<file path="config.mk">
export PLATFORM = sky130hd
export DESIGN_NAME = video_out
export DESIGN_NICKNAME = d
export VERILOG_FILES = /design/src/rtl/video_pkg.sv /design/src/rtl/video_out.sv /design/src/rtl/pwm_dither.sv /design/src/rtl/color_ram.sv /design/src/rtl/pixel_select.sv
export SDC_FILE = /design/constraint.sdc
export NUM_CORES = 2
export LEC_CHECK = 0
export BUFFER_PORTS_ARGS = -buffer_cell sky130_fd_sc_hd__buf_4
export CAP_MARGIN = 15
export CORE_MARGIN = 10
export CORE_UTILIZATION = 30
export CTS_CLUSTER_SIZE = 20
export DETAILED_ROUTE_END_ITERATION = 12
export GPL_ROUTABILITY_DRIVEN = 0
export GPL_TIMING_DRIVEN = 0
export PLACE_DENSITY = 0.47
export SLEW_MARGIN = 0
export SYNTH_ARGS = -nofsm -noshare
export SYNTH_HDL_FRONTEND = slang
export SYNTH_HIERARCHICAL = 1
export SYNTH_SLANG_ARGS = --single-unit
</file>
<file path="constraint.sdc">
create_clock -name clk -period 3.5 [get_ports clk]
set_clock_uncertainty 0.2 [all_clocks]
set_input_delay 0.175 -clock clk [delete_from_list [all_inputs] [get_ports clk]]
set_output_delay 0.175 -clock clk [all_outputs]
set_load 0.1 [all_outputs]
</file>
<file path="src/rtl/video_pkg.sv">
// video output stage package with vector types, palette size, dither patterns and hi-res page
`default_nettype none

package video_pkg;

	// palette index, the pixel value from the TV or VGA source
	typedef logic [7:0] color_index_t;

	// palette word, 2 coarse and 3 fine bits per channel, red on top
	typedef logic [14:0] rgb15_t;

	// level for one channel of the resistor DAC
	typedef logic [1:0] dac_level_t;

	// dither phase within the eight-step pulse cycle
	typedef logic [2:0] pwm_phase_t;

	// fine intensity that picks a pulse pattern
	typedef logic [2:0] fine_level_t;

	// palette depth
	localparam int pal_entries = 256;

	// upper palette page used by hi-res nibble indices
	localparam logic [3:0] hires_page = 4'b1111;

	// level n sets n of the eight phase bits, spread over the cycle
	localparam logic [7:0] pwm_pattern [0:7] = '{
		8'b00000000,
		8'b00000001,
		8'b01000001,
		8'b01000101,
		8'b10100101,
		8'b10100111,
		8'b11010111,
		8'b11011111
	};

endpackage

`default_nettype wire
</file>
<file path="src/rtl/video_out.sv">
// video output stage top with pixel selector, palette RAM and dither stage
`timescale 1ns/1ps
`default_nettype none

module video_out (
	input  wire                          clk,
	input  wire                          rst_n,
	input  wire                          f0,
	input  wire                          start_out,
	input  wire                          vga_on,
	input  wire                          hires,
	input  wire                          tv_hblank,
	input  wire                          tv_vblank,
	input  wire                          vga_hblank,
	input  wire                          vga_line,
	input  wire video_pkg::color_index_t tvdata,
	input  wire video_pkg::color_index_t vgadata,
	input  wire video_pkg::color_index_t pal_addr_in,
	input  wire video_pkg::rgb15_t       pal_data_in,
	input  wire                          pal_we,
	output wire video_pkg::dac_level_t   vred,
	output wire video_pkg::dac_level_t   vgrn,
	output wire video_pkg::dac_level_t   vblu
);

	wire video_pkg::color_index_t sel_index;
	wire sel_blank;
	wire video_pkg::pwm_phase_t sel_phase;
	wire video_pkg::rgb15_t pixel_color;
	wire pipe_blank;
	wire video_pkg::pwm_phase_t pipe_phase;

	// stage 1, source select
	pixel_select u_pixel_select (
		.clk        (clk),
		.rst_n      (rst_n),
		.f0         (f0),
		.start_out  (start_out),
		.vga_on     (vga_on),
		.hires      (hires),
		.tv_hblank  (tv_hblank),
		.tv_vblank  (tv_vblank),
		.vga_hblank (vga_hblank),
		.vga_line   (vga_line),
		.tvdata     (tvdata),
		.vgadata    (vgadata),
		.sel_index  (sel_index),
		.sel_blank  (sel_blank),
		.sel_phase  (sel_phase)
	);

	// stage 2, palette lookup
	color_ram u_color_ram (
		.clk         (clk),
		.rst_n       (rst_n),
		.wr_addr     (pal_addr_in),
		.wr_data     (pal_data_in),
		.wr_en       (pal_we),
		.rd_addr     (sel_index),
		.in_blank    (sel_blank),
		.in_phase    (sel_phase),
		.pixel_color (pixel_color),
		.pipe_blank  (pipe_blank),
		.pipe_phase  (pipe_phase)
	);

	// stage 3, dither to DAC levels
	pwm_dither u_pwm_dither (
		.clk         (clk),
		.rst_n       (rst_n),
		.pixel_color (pixel_color),
		.in_blank    (pipe_blank),
		.in_phase    (pipe_phase),
		.vred        (vred),
		.vgrn        (vgrn),
		.vblu        (vblu)
	);

endmodule

`default_nettype wire

</file>
<file path="src/rtl/pwm_dither.sv">
// pulse-pattern dither per channel with saturation and registered DAC levels
`timescale 1ns/1ps
`default_nettype none

module pwm_dither (
	input  wire                        clk,
	input  wire                        rst_n,
	input  wire video_pkg::rgb15_t     pixel_color,
	input  wire                        in_blank,
	input  wire video_pkg::pwm_phase_t in_phase,
	output video_pkg::dac_level_t      vred,
	output video_pkg::dac_level_t      vgrn,
	output video_pkg::dac_level_t      vblu
);

	video_pkg::dac_level_t red_coarse;
	video_pkg::dac_level_t grn_coarse;
	video_pkg::dac_level_t blu_coarse;
	video_pkg::fine_level_t red_fine;
	video_pkg::fine_level_t grn_fine;
	video_pkg::fine_level_t blu_fine;
	video_pkg::dac_level_t red_level;
	video_pkg::dac_level_t grn_level;
	video_pkg::dac_level_t blu_level;

	// one coarse step up when the pattern bit is set, held at the top level
	function automatic video_pkg::dac_level_t dither_level(
		input video_pkg::dac_level_t  coarse,
		input video_pkg::fine_level_t fine,
		input video_pkg::pwm_phase_t  phase
	);
		logic bump;
		bump = video_pkg::pwm_pattern[fine][phase];
		if (bump && (coarse != 2'd3))
			dither_level = coarse + 2'd1;
		else
			dither_level = coarse;
	endfunction

	// palette word fields
	assign red_coarse = pixel_color[14:13];
	assign red_fine   = pixel_color[12:10];
	assign grn_coarse = pixel_color[9:8];
	assign grn_fine   = pixel_color[7:5];
	assign blu_coarse = pixel_color[4:3];
	assign blu_fine   = pixel_color[2:0];

	assign red_level = dither_level(red_coarse, red_fine, in_phase);
	assign grn_level = dither_level(grn_coarse, grn_fine, in_phase);
	assign blu_level = dither_level(blu_coarse, blu_fine, in_phase);

	// output register, forced dark while blanking
	always_ff @(posedge clk)
	begin
		if (!rst_n)
		begin
			vred <= '0;
			vgrn <= '0;
			vblu <= '0;
		end
		else if (in_blank)
		begin
			vred <= '0;
			vgrn <= '0;
			vblu <= '0;
		end
		else
		begin
			vred <= red_level;
			vgrn <= grn_level;
			vblu <= blu_level;
		end
	end

	a_blank_dark: assert property (@(posedge clk) disable iff (!rst_n)
		in_blank |=> (vred == '0) && (vgrn == '0) && (vblu == '0));

endmodule

`default_nettype wire

</file>
<file path="src/rtl/color_ram.sv">
// palette RAM with one write port, registered read and blank/phase alignment
`timescale 1ns/1ps
`default_nettype none

module color_ram (
	input  wire                          clk,
	input  wire                          rst_n,
	input  wire video_pkg::color_index_t wr_addr,
	input  wire video_pkg::rgb15_t       wr_data,
	input  wire                          wr_en,
	input  wire video_pkg::color_index_t rd_addr,
	input  wire                          in_blank,
	input  wire video_pkg::pwm_phase_t   in_phase,
	output video_pkg::rgb15_t            pixel_color,
	output logic                         pipe_blank,
	output video_pkg::pwm_phase_t        pipe_phase
);

	video_pkg::rgb15_t mem [0:video_pkg::pal_entries-1];

	// CPU write port
	always_ff @(posedge clk)
	begin
		if (wr_en)
			mem[wr_addr] <= wr_data;
	end

	// read returns the old word on a same-address write
	always_ff @(posedge clk)
	begin
		if (!rst_n)
			pixel_color <= '0;
		else
			pixel_color <= mem[rd_addr];
	end

	// blank and phase follow the read data by one cycle
	always_ff @(posedge clk)
	begin
		if (!rst_n)
		begin
			pipe_blank <= 1'b0;
			pipe_phase <= '0;
		end
		else
		begin
			pipe_blank <= in_blank;
			pipe_phase <= in_phase;
		end
	end

	a_we_known: assert property (@(posedge clk) disable iff (!rst_n) !$isunknown(wr_en));

endmodule

`default_nettype wire

</file>
<file path="src/rtl/pixel_select.sv">
// pixel selector with TV/VGA mux, hi-res nibble split, blanking and dither phase counter
`timescale 1ns/1ps
`default_nettype none

module pixel_select (
	input  wire                        clk,
	input  wire                        rst_n,
	input  wire                        f0,
	input  wire                        start_out,
	input  wire                        vga_on,
	input  wire                        hires,
	input  wire                        tv_hblank,
	input  wire                        tv_vblank,
	input  wire                        vga_hblank,
	input  wire                        vga_line,
	input  wire video_pkg::color_index_t tvdata,
	input  wire video_pkg::color_index_t vgadata,
	output video_pkg::color_index_t    sel_index,
	output logic                       sel_blank,
	output video_pkg::pwm_phase_t      sel_phase
);

	logic [2:0] ph;
	logic hires_sel;
	video_pkg::color_index_t hires_index;
	video_pkg::color_index_t next_index;
	logic next_blank;
	video_pkg::pwm_phase_t next_phase;

	// free-running dither phase
	always_ff @(posedge clk)
	begin
		if (!rst_n)
			ph <= 3'd0;
		else
			ph <= ph + 3'd1;
	end

	// nibble toggle, advanced on pixel strobes, restarted by start_out
	always_ff @(posedge clk)
	begin
		if (!rst_n)
			hires_sel <= 1'b0;
		else if (f0)
			hires_sel <= start_out ? 1'b0 : ~hires_sel;
	end

	// hi-res byte gives two indices in the upper page, high nibble first
	assign hires_index = {video_pkg::hires_page, hires_sel ? vgadata[3:0] : vgadata[7:4]};

	assign next_index = vga_on ? (hires ? hires_index : vgadata) : tvdata;
	assign next_blank = vga_on ? (vga_hblank | tv_vblank) : (tv_hblank | tv_vblank);

	// in VGA mode line parity replaces the top phase bit
	assign next_phase = vga_on ? {vga_line, ph[1:0]} : ph;

	always_ff @(posedge clk)
	begin
		if (!rst_n)
		begin
			sel_index <= '0;
			sel_blank <= 1'b1;
			sel_phase <= '0;
		end
		else
		begin
			sel_index <= next_index;
			sel_blank <= next_blank;
			sel_phase <= next_phase;
		end
	end

	a_hires_page: assert property (@(posedge clk) disable iff (!rst_n)
		(vga_on && hires) |=> (sel_index[7:4] == video_pkg::hires_page));

endmodule

`default_nettype wire

</file>
* Word-level counts from Yosys, hierarchy flattened
Memories as Yosys holds them, arrays and structs flattened. A register that Yosys moved wholly into a read port is not among the register bits.
Cells that the tools add are included.
** Storage, ports and cells
- Bits in registers :: 26
- Latch bits :: 0
- Memory bits (writable) :: 3840
- Memory bits (read-only) :: 192
- Input port bits :: 50
- Memories kept :: 4
** Cells by class
- Add/subtract/negate cells :: 4
- $mul :: 0
- Divide/modulo/power cells :: 0
- Order comparisons :: 4
- Equality and inequality tests :: 3
- Shift operators :: 0
- Mux-type cells :: 23
- Bitwise logic cells :: 7
- Reductions and logical operators :: 5
** Memories
- u_color_ram.mem :: depth 256, bits a word 15, read ports 1, clocked after Yosys merged registers in 1, wr ports 1, line color_ram.sv:19 : video_pkg::rgb15_t mem [0:video_pkg::pal_entries-1];
- (name not given) :: depth 8, bits a word 8, read ports 1, clocked after Yosys merged registers in 0, wr ports 0, line pwm_dither.sv:33 : bump = video_pkg::pwm_pattern[fine][phase];
- (name not given) :: depth 8, bits a word 8, read ports 1, clocked after Yosys merged registers in 0, wr ports 0, line pwm_dither.sv:33
- (name not given) :: depth 8, bits a word 8, read ports 1, clocked after Yosys merged registers in 0, wr ports 0, line pwm_dither.sv:33
** Operators by type and width (count)
- 8-bit 2-to-1 mux :: 8
- 4-bit >= comparator (second input constant) :: 3
- 3-bit inverter with 4-bit output :: 3
- 1-bit binary-select mux with 3-bit select :: 3
- 1-bit 2-to-1 mux :: 7
- 2-bit by 1-bit adder with 2-bit output (second input constant) :: 3
- 2-bit 2-to-1 mux :: 3
- 2-bit inequality test (second input constant) :: 3
- 3-bit by 4-bit less-than comparator with 1-bit output (second input constant) :: 1
- 4-bit 2-to-1 mux :: 1
- 3-bit by 1-bit adder with 3-bit output (second input constant) :: 1
- 1-bit logical AND :: 3
- 3-bit 2-to-1 mux :: 1
- 1-bit inverter :: 2
- 1-bit bitwise OR :: 2
- 2-bit OR reduction :: 1
- 1-bit zero test :: 1

* Longest topological paths before layout
- Depth after elaboration :: 8
- Gate-level depth with buffers :: 13
- Gate-level depth less buffers :: 7

* By module
Netlist, hierarchy kept.
** Modules (own cells, without submodules)
- color_ram :: instances 1, cells an instance 6918, area an instance 148512.4 µm²
- pixel_select :: instances 1, cells an instance 62, area an instance 641.9 µm²
- pwm_dither :: instances 1, cells an instance 53, area an instance 456.7 µm²

* Worst setup path after synthesis
No wires, ideal clock.
- Path kind :: register to register
- Start point :: reg u_pixel_select.sel_index[0]
- End point :: reg u_color_ram.pixel_color[1], read port of u_color_ram.mem
- Library setup time :: 120 ps
- Arrival :: 2227 ps
- Data required time :: 3180 ps
- Slack :: 954 ps
- Cell stages (with the launch flop) :: 9
- Buffers on the path :: 4
- Cells stage by stage :: dfxtp_1 > buf_4 > buf_12 > buf_6 > buf_2 > mux4_2 > mux4_2 > o22ai_1 > o31ai_1
** RTL lines
- start, declared :: line pixel_select.sv:18 : output video_pkg::color_index_t sel_index,
- start signal, assigned :: line pixel_select.sv:67 : sel_index <= next_index;
- end, declared :: line color_ram.sv:14 : output video_pkg::rgb15_t pixel_color,

==> qor.yml <==
clkSlewWorstSetupHoldPaths_ns: 0.07
grt_remaining_overflow: 0
number_of_antenna_violations_at_the_first_check_in_global_routing: 69
layout-area-overhead-vs-synth_pct: 23.5
wl_per_instance_um: 38.7
cp_slowest_stage_delay_ns: 0.42
die-width_um: 726
clock_sinks: 3881
cts_tree: "built"
top_area_cells_in_the_synthesized_netlist: "sky130_fd_sc_hd__edfxtp_1 77%, sky130_fd_sc_hd__mux4_2 12%, sky130_fd_sc_hd__mux2i_1 3.2%, sky130_fd_sc_hd__o221ai_1 0.88%, sky130_fd_sc_hd__nor2_1 0.79%"
worst_slack_ns: -0.218
fmax_mhz: 269
fp.dieArea_um2: 527000
portion_of_the_clock_cycle_consumed_by_the_worst_path_in_the_final_layout: 1.06
clk_latency_ns: 1.06
failing_checks: "negative setup slack"
actual_transition_at_the_worst_max_transition_pin_ns: 1.36
worstPathCellList: "buf_12 -> buf_16 -> buf_16 -> buf_12 -> buf_12 -> mux2i_1 -> o221ai_2 -> nor2_1 -> nor3_4 -> nand4_1 -> a211o_1 -> o21ai_2"
timing.critical_path.fanout_max: 10
netlist_instances: 7033
first_pass_iters: 12
grt_setup_unrepaired: "yes"
die_height_um: 726
synth_top_cell_by_area: "sky130_fd_sc_hd__edfxtp_1"
cpMostUsedCell: "sky130_fd_sc_hd__buf_12"
hp-class: "in -> reg"
count_of_buffers_from_port_buffering: 50
critPathBufInv: 5
power_w: 0.104
async_flop_share: 0
timing.max_slew.rel_slack: 0.0915
syn-mean-instance-area_um2: 21.3
root_buffer: "sky130_fd_sc_hd__clkbuf_16"
irDropWorstVdd_uv: 476
leakage_nw: 57.1
avgViaCountPerCell: 5.56
cellPowerDensity_nw_per_um2: 565
timing_hold_violations_final: 0
timing_worst_setup_path_type: "reg -> reg"
setup_viol: 276
synth_seq_cells: 3881
grt_max_degree: 157
cts.htree.levels: 5
worstSetupStartpointType: "flop"
synth-edff-count: 3840
critPathRequiredTime_ns: 4.23
outcome: "finished with violations"
synth_cell_type_count: 69
synth_warnings: 6
worstPathArrival_ns: 4.45
maxSlewViolCount: 0
grt_first_pass_wirelength_um: 761000
dp.final_hpwl_um: 410000
ant_nets: 0
final_period_minus_worst_setup_slack_ns: 3.72
drv.max_cap_violation_count: 0
synth_top_flop_cell: "sky130_fd_sc_hd__edfxtp_1"
routed_wl_um: 582000
synth_sequential_area_ratio: 0.776
timing.critical_path.slowest_stage_cell: "sky130_fd_sc_hd__a211o_1"
hold_ws_ns: 0.0548
fillers: 45200
pre_cts_slack_ns: -2.88
synthesis.area_um2: 150000
cts_max_path_buffers: 4
first_iter_violations: 13300
worstSetupEndpointType: "flop"
num-nets-final: 8078
synth.net_count: 7087
route.vias.total: 83600
post-route-drc-count: 0
number_of_global_route_vias_before_repair: 81000
fp-row-count: 259
post_route_cells_drive_above_1_share: 0.326
global_route.usage.total: 0.213
post-synth-top-area-fraction: 0.771
finish.utilization: 0.372
total_cts_buffers: 411
ios: 56
core_region_area_um2: 497000
initial_utilization: 0.301
crit_family: "buffers and inverters"
[Yosys cell counts, types with 58 or more instances]
master	instances
sky130_fd_sc_hd__o221ai_1	150
sky130_fd_sc_hd__edfxtp_1	3840
sky130_fd_sc_hd__clkbuf_1	176
sky130_fd_sc_hd__mux4_2	774
sky130_fd_sc_hd__o22ai_1	160
sky130_fd_sc_hd__mux2i_1	484
sky130_fd_sc_hd__nand2_1	179
sky130_fd_sc_hd__buf_2	86
sky130_fd_sc_hd__a21oi_1	126
sky130_fd_sc_hd__nor3_1	58
sky130_fd_sc_hd__nand3_1	60
sky130_fd_sc_hd__a22oi_1	65
sky130_fd_sc_hd__nor2_1	314
sky130_fd_sc_hd__buf_4	58
[tightest hold or removal path, cell delays in order]
cell	delay, ns
sky130_fd_sc_hd__dlygate4sd3_1	0.54
sky130_fd_sc_hd__buf_4	0.26
sky130_fd_sc_hd__and2_1	0.20
[routing by layer]
metal  wire length, µm  global-route usage  share of wire
met5               303             0.00162        0.00052
met4             37400               0.113          0.064
met3             58700              0.0527           0.10
met2            261000               0.328           0.45
met1            225000               0.279           0.39
[where the power goes]
group	switching (W)	total [W]	internal (W)
Sequential	0.0000862	0.0513	0.0512
Combinational	0.00651	0.00986	0.00335
Clock	0.0189	0.0432	0.0243
Total	0.0255	0.104	0.0789
[final cells by class]
type	count	area, µm²	area share
clock buffers	506	10700	0.0581
clock inverters	249	2490	0.0135
diodes	13	32.5	0.000176
repair buffers	579	8420	0.0456
inverters	13	53.8	0.000291
multi-input cells	2722	33400	0.181
flip-flops and latches	3881	116000	0.628
well taps	6655	8330	0.0451
plain buffers	416	5200	0.0281
[path summary, 6_finish.rpt]
kind | start | endpoint | slack [ns] | cells after the start
setup / recovery | u_pixel_select/sel_index[0] | u_color_ram/pixel_color[6] | -0.22 | 12
setup reg to reg | u_pixel_select/sel_index[0] | u_color_ram/pixel_color[6] | -0.22 | 12
hold reg to reg | u_pixel_select/sel_phase[0] | u_color_ram/pipe_phase[0] | 0.25 | 1
hold / removal | rst_n | u_color_ram/pipe_blank | 0.05 | 3
[cell families (layout without fill, tap and decap cells)]
kind of cell	Yosys count	count (layout)	share of synthesized area
AOI/OAI and AO/OA	751	751	0.0359
xor gates and xnor gates	2	2	0.000117
adders and majority gates	5	5	0.000410
buffers and inverters	430	1763	0.0178
DFF	3881	3881	0.776
muxes	1259	1259	0.149
other	0	13	0
and+or+nand+nor	705	705	0.0206
[repair_timing]
action | 4_1_cts | 5_1_grt
pin swaps | 70 | 30
hold buffers | 91 | 0
resized for setup | 1003 | 49
setup endpoints to repair | 15 | 62
hold endpoints to repair | 4291 | 0
buffers inserted | 101 | 17
cloned | 2 | 0
[stage by stage]
step           instances  setup TNS (ns)  cell area (µm²)
3_3_place_gp       13700        -2375.37           158000
5_1_grt            15000          -0.446           185000
6_report           15000          -16.94           185000
3_5_place_dp       14100          -79.68           165000
4_1_cts            15000               0           184000
2_1_floorplan       7033               0           150000
[state kept, by name, indices dropped and copies added, names as in the netlist]
signal and flops:
u_pixel_select/sel_blank 1, u_color_ram/pipe_phase 3, u_pwm_dither/vblu 2, u_pixel_select/sel_phase 3, u_pwm_dither/vgrn 2, u_pixel_select/sel_index 8
u_pwm_dither/vred 2, u_color_ram/pixel_color 15, u_pixel_select/ph 3, u_color_ram/pipe_blank 1, u_pixel_select/hires_sel 1, u_color_ram/mem 3840
[placed cells by master, fill, tap and decap left out, types with 114 or more instances in the layout]
cell type	count
sky130_fd_sc_hd__a21oi_1	114
sky130_fd_sc_hd__buf_16	136
sky130_fd_sc_hd__buf_4	173
sky130_fd_sc_hd__buf_8	255
sky130_fd_sc_hd__clkbuf_1	129
sky130_fd_sc_hd__clkbuf_16	419
sky130_fd_sc_hd__edfxtp_1	3840
sky130_fd_sc_hd__mux2i_1	481
sky130_fd_sc_hd__mux4_2	774
sky130_fd_sc_hd__nand2_1	174
sky130_fd_sc_hd__nor2_2	233
sky130_fd_sc_hd__o221ai_1	120
sky130_fd_sc_hd__o22ai_1	134
Note: power is estimated with default switching activity, not from simulation.
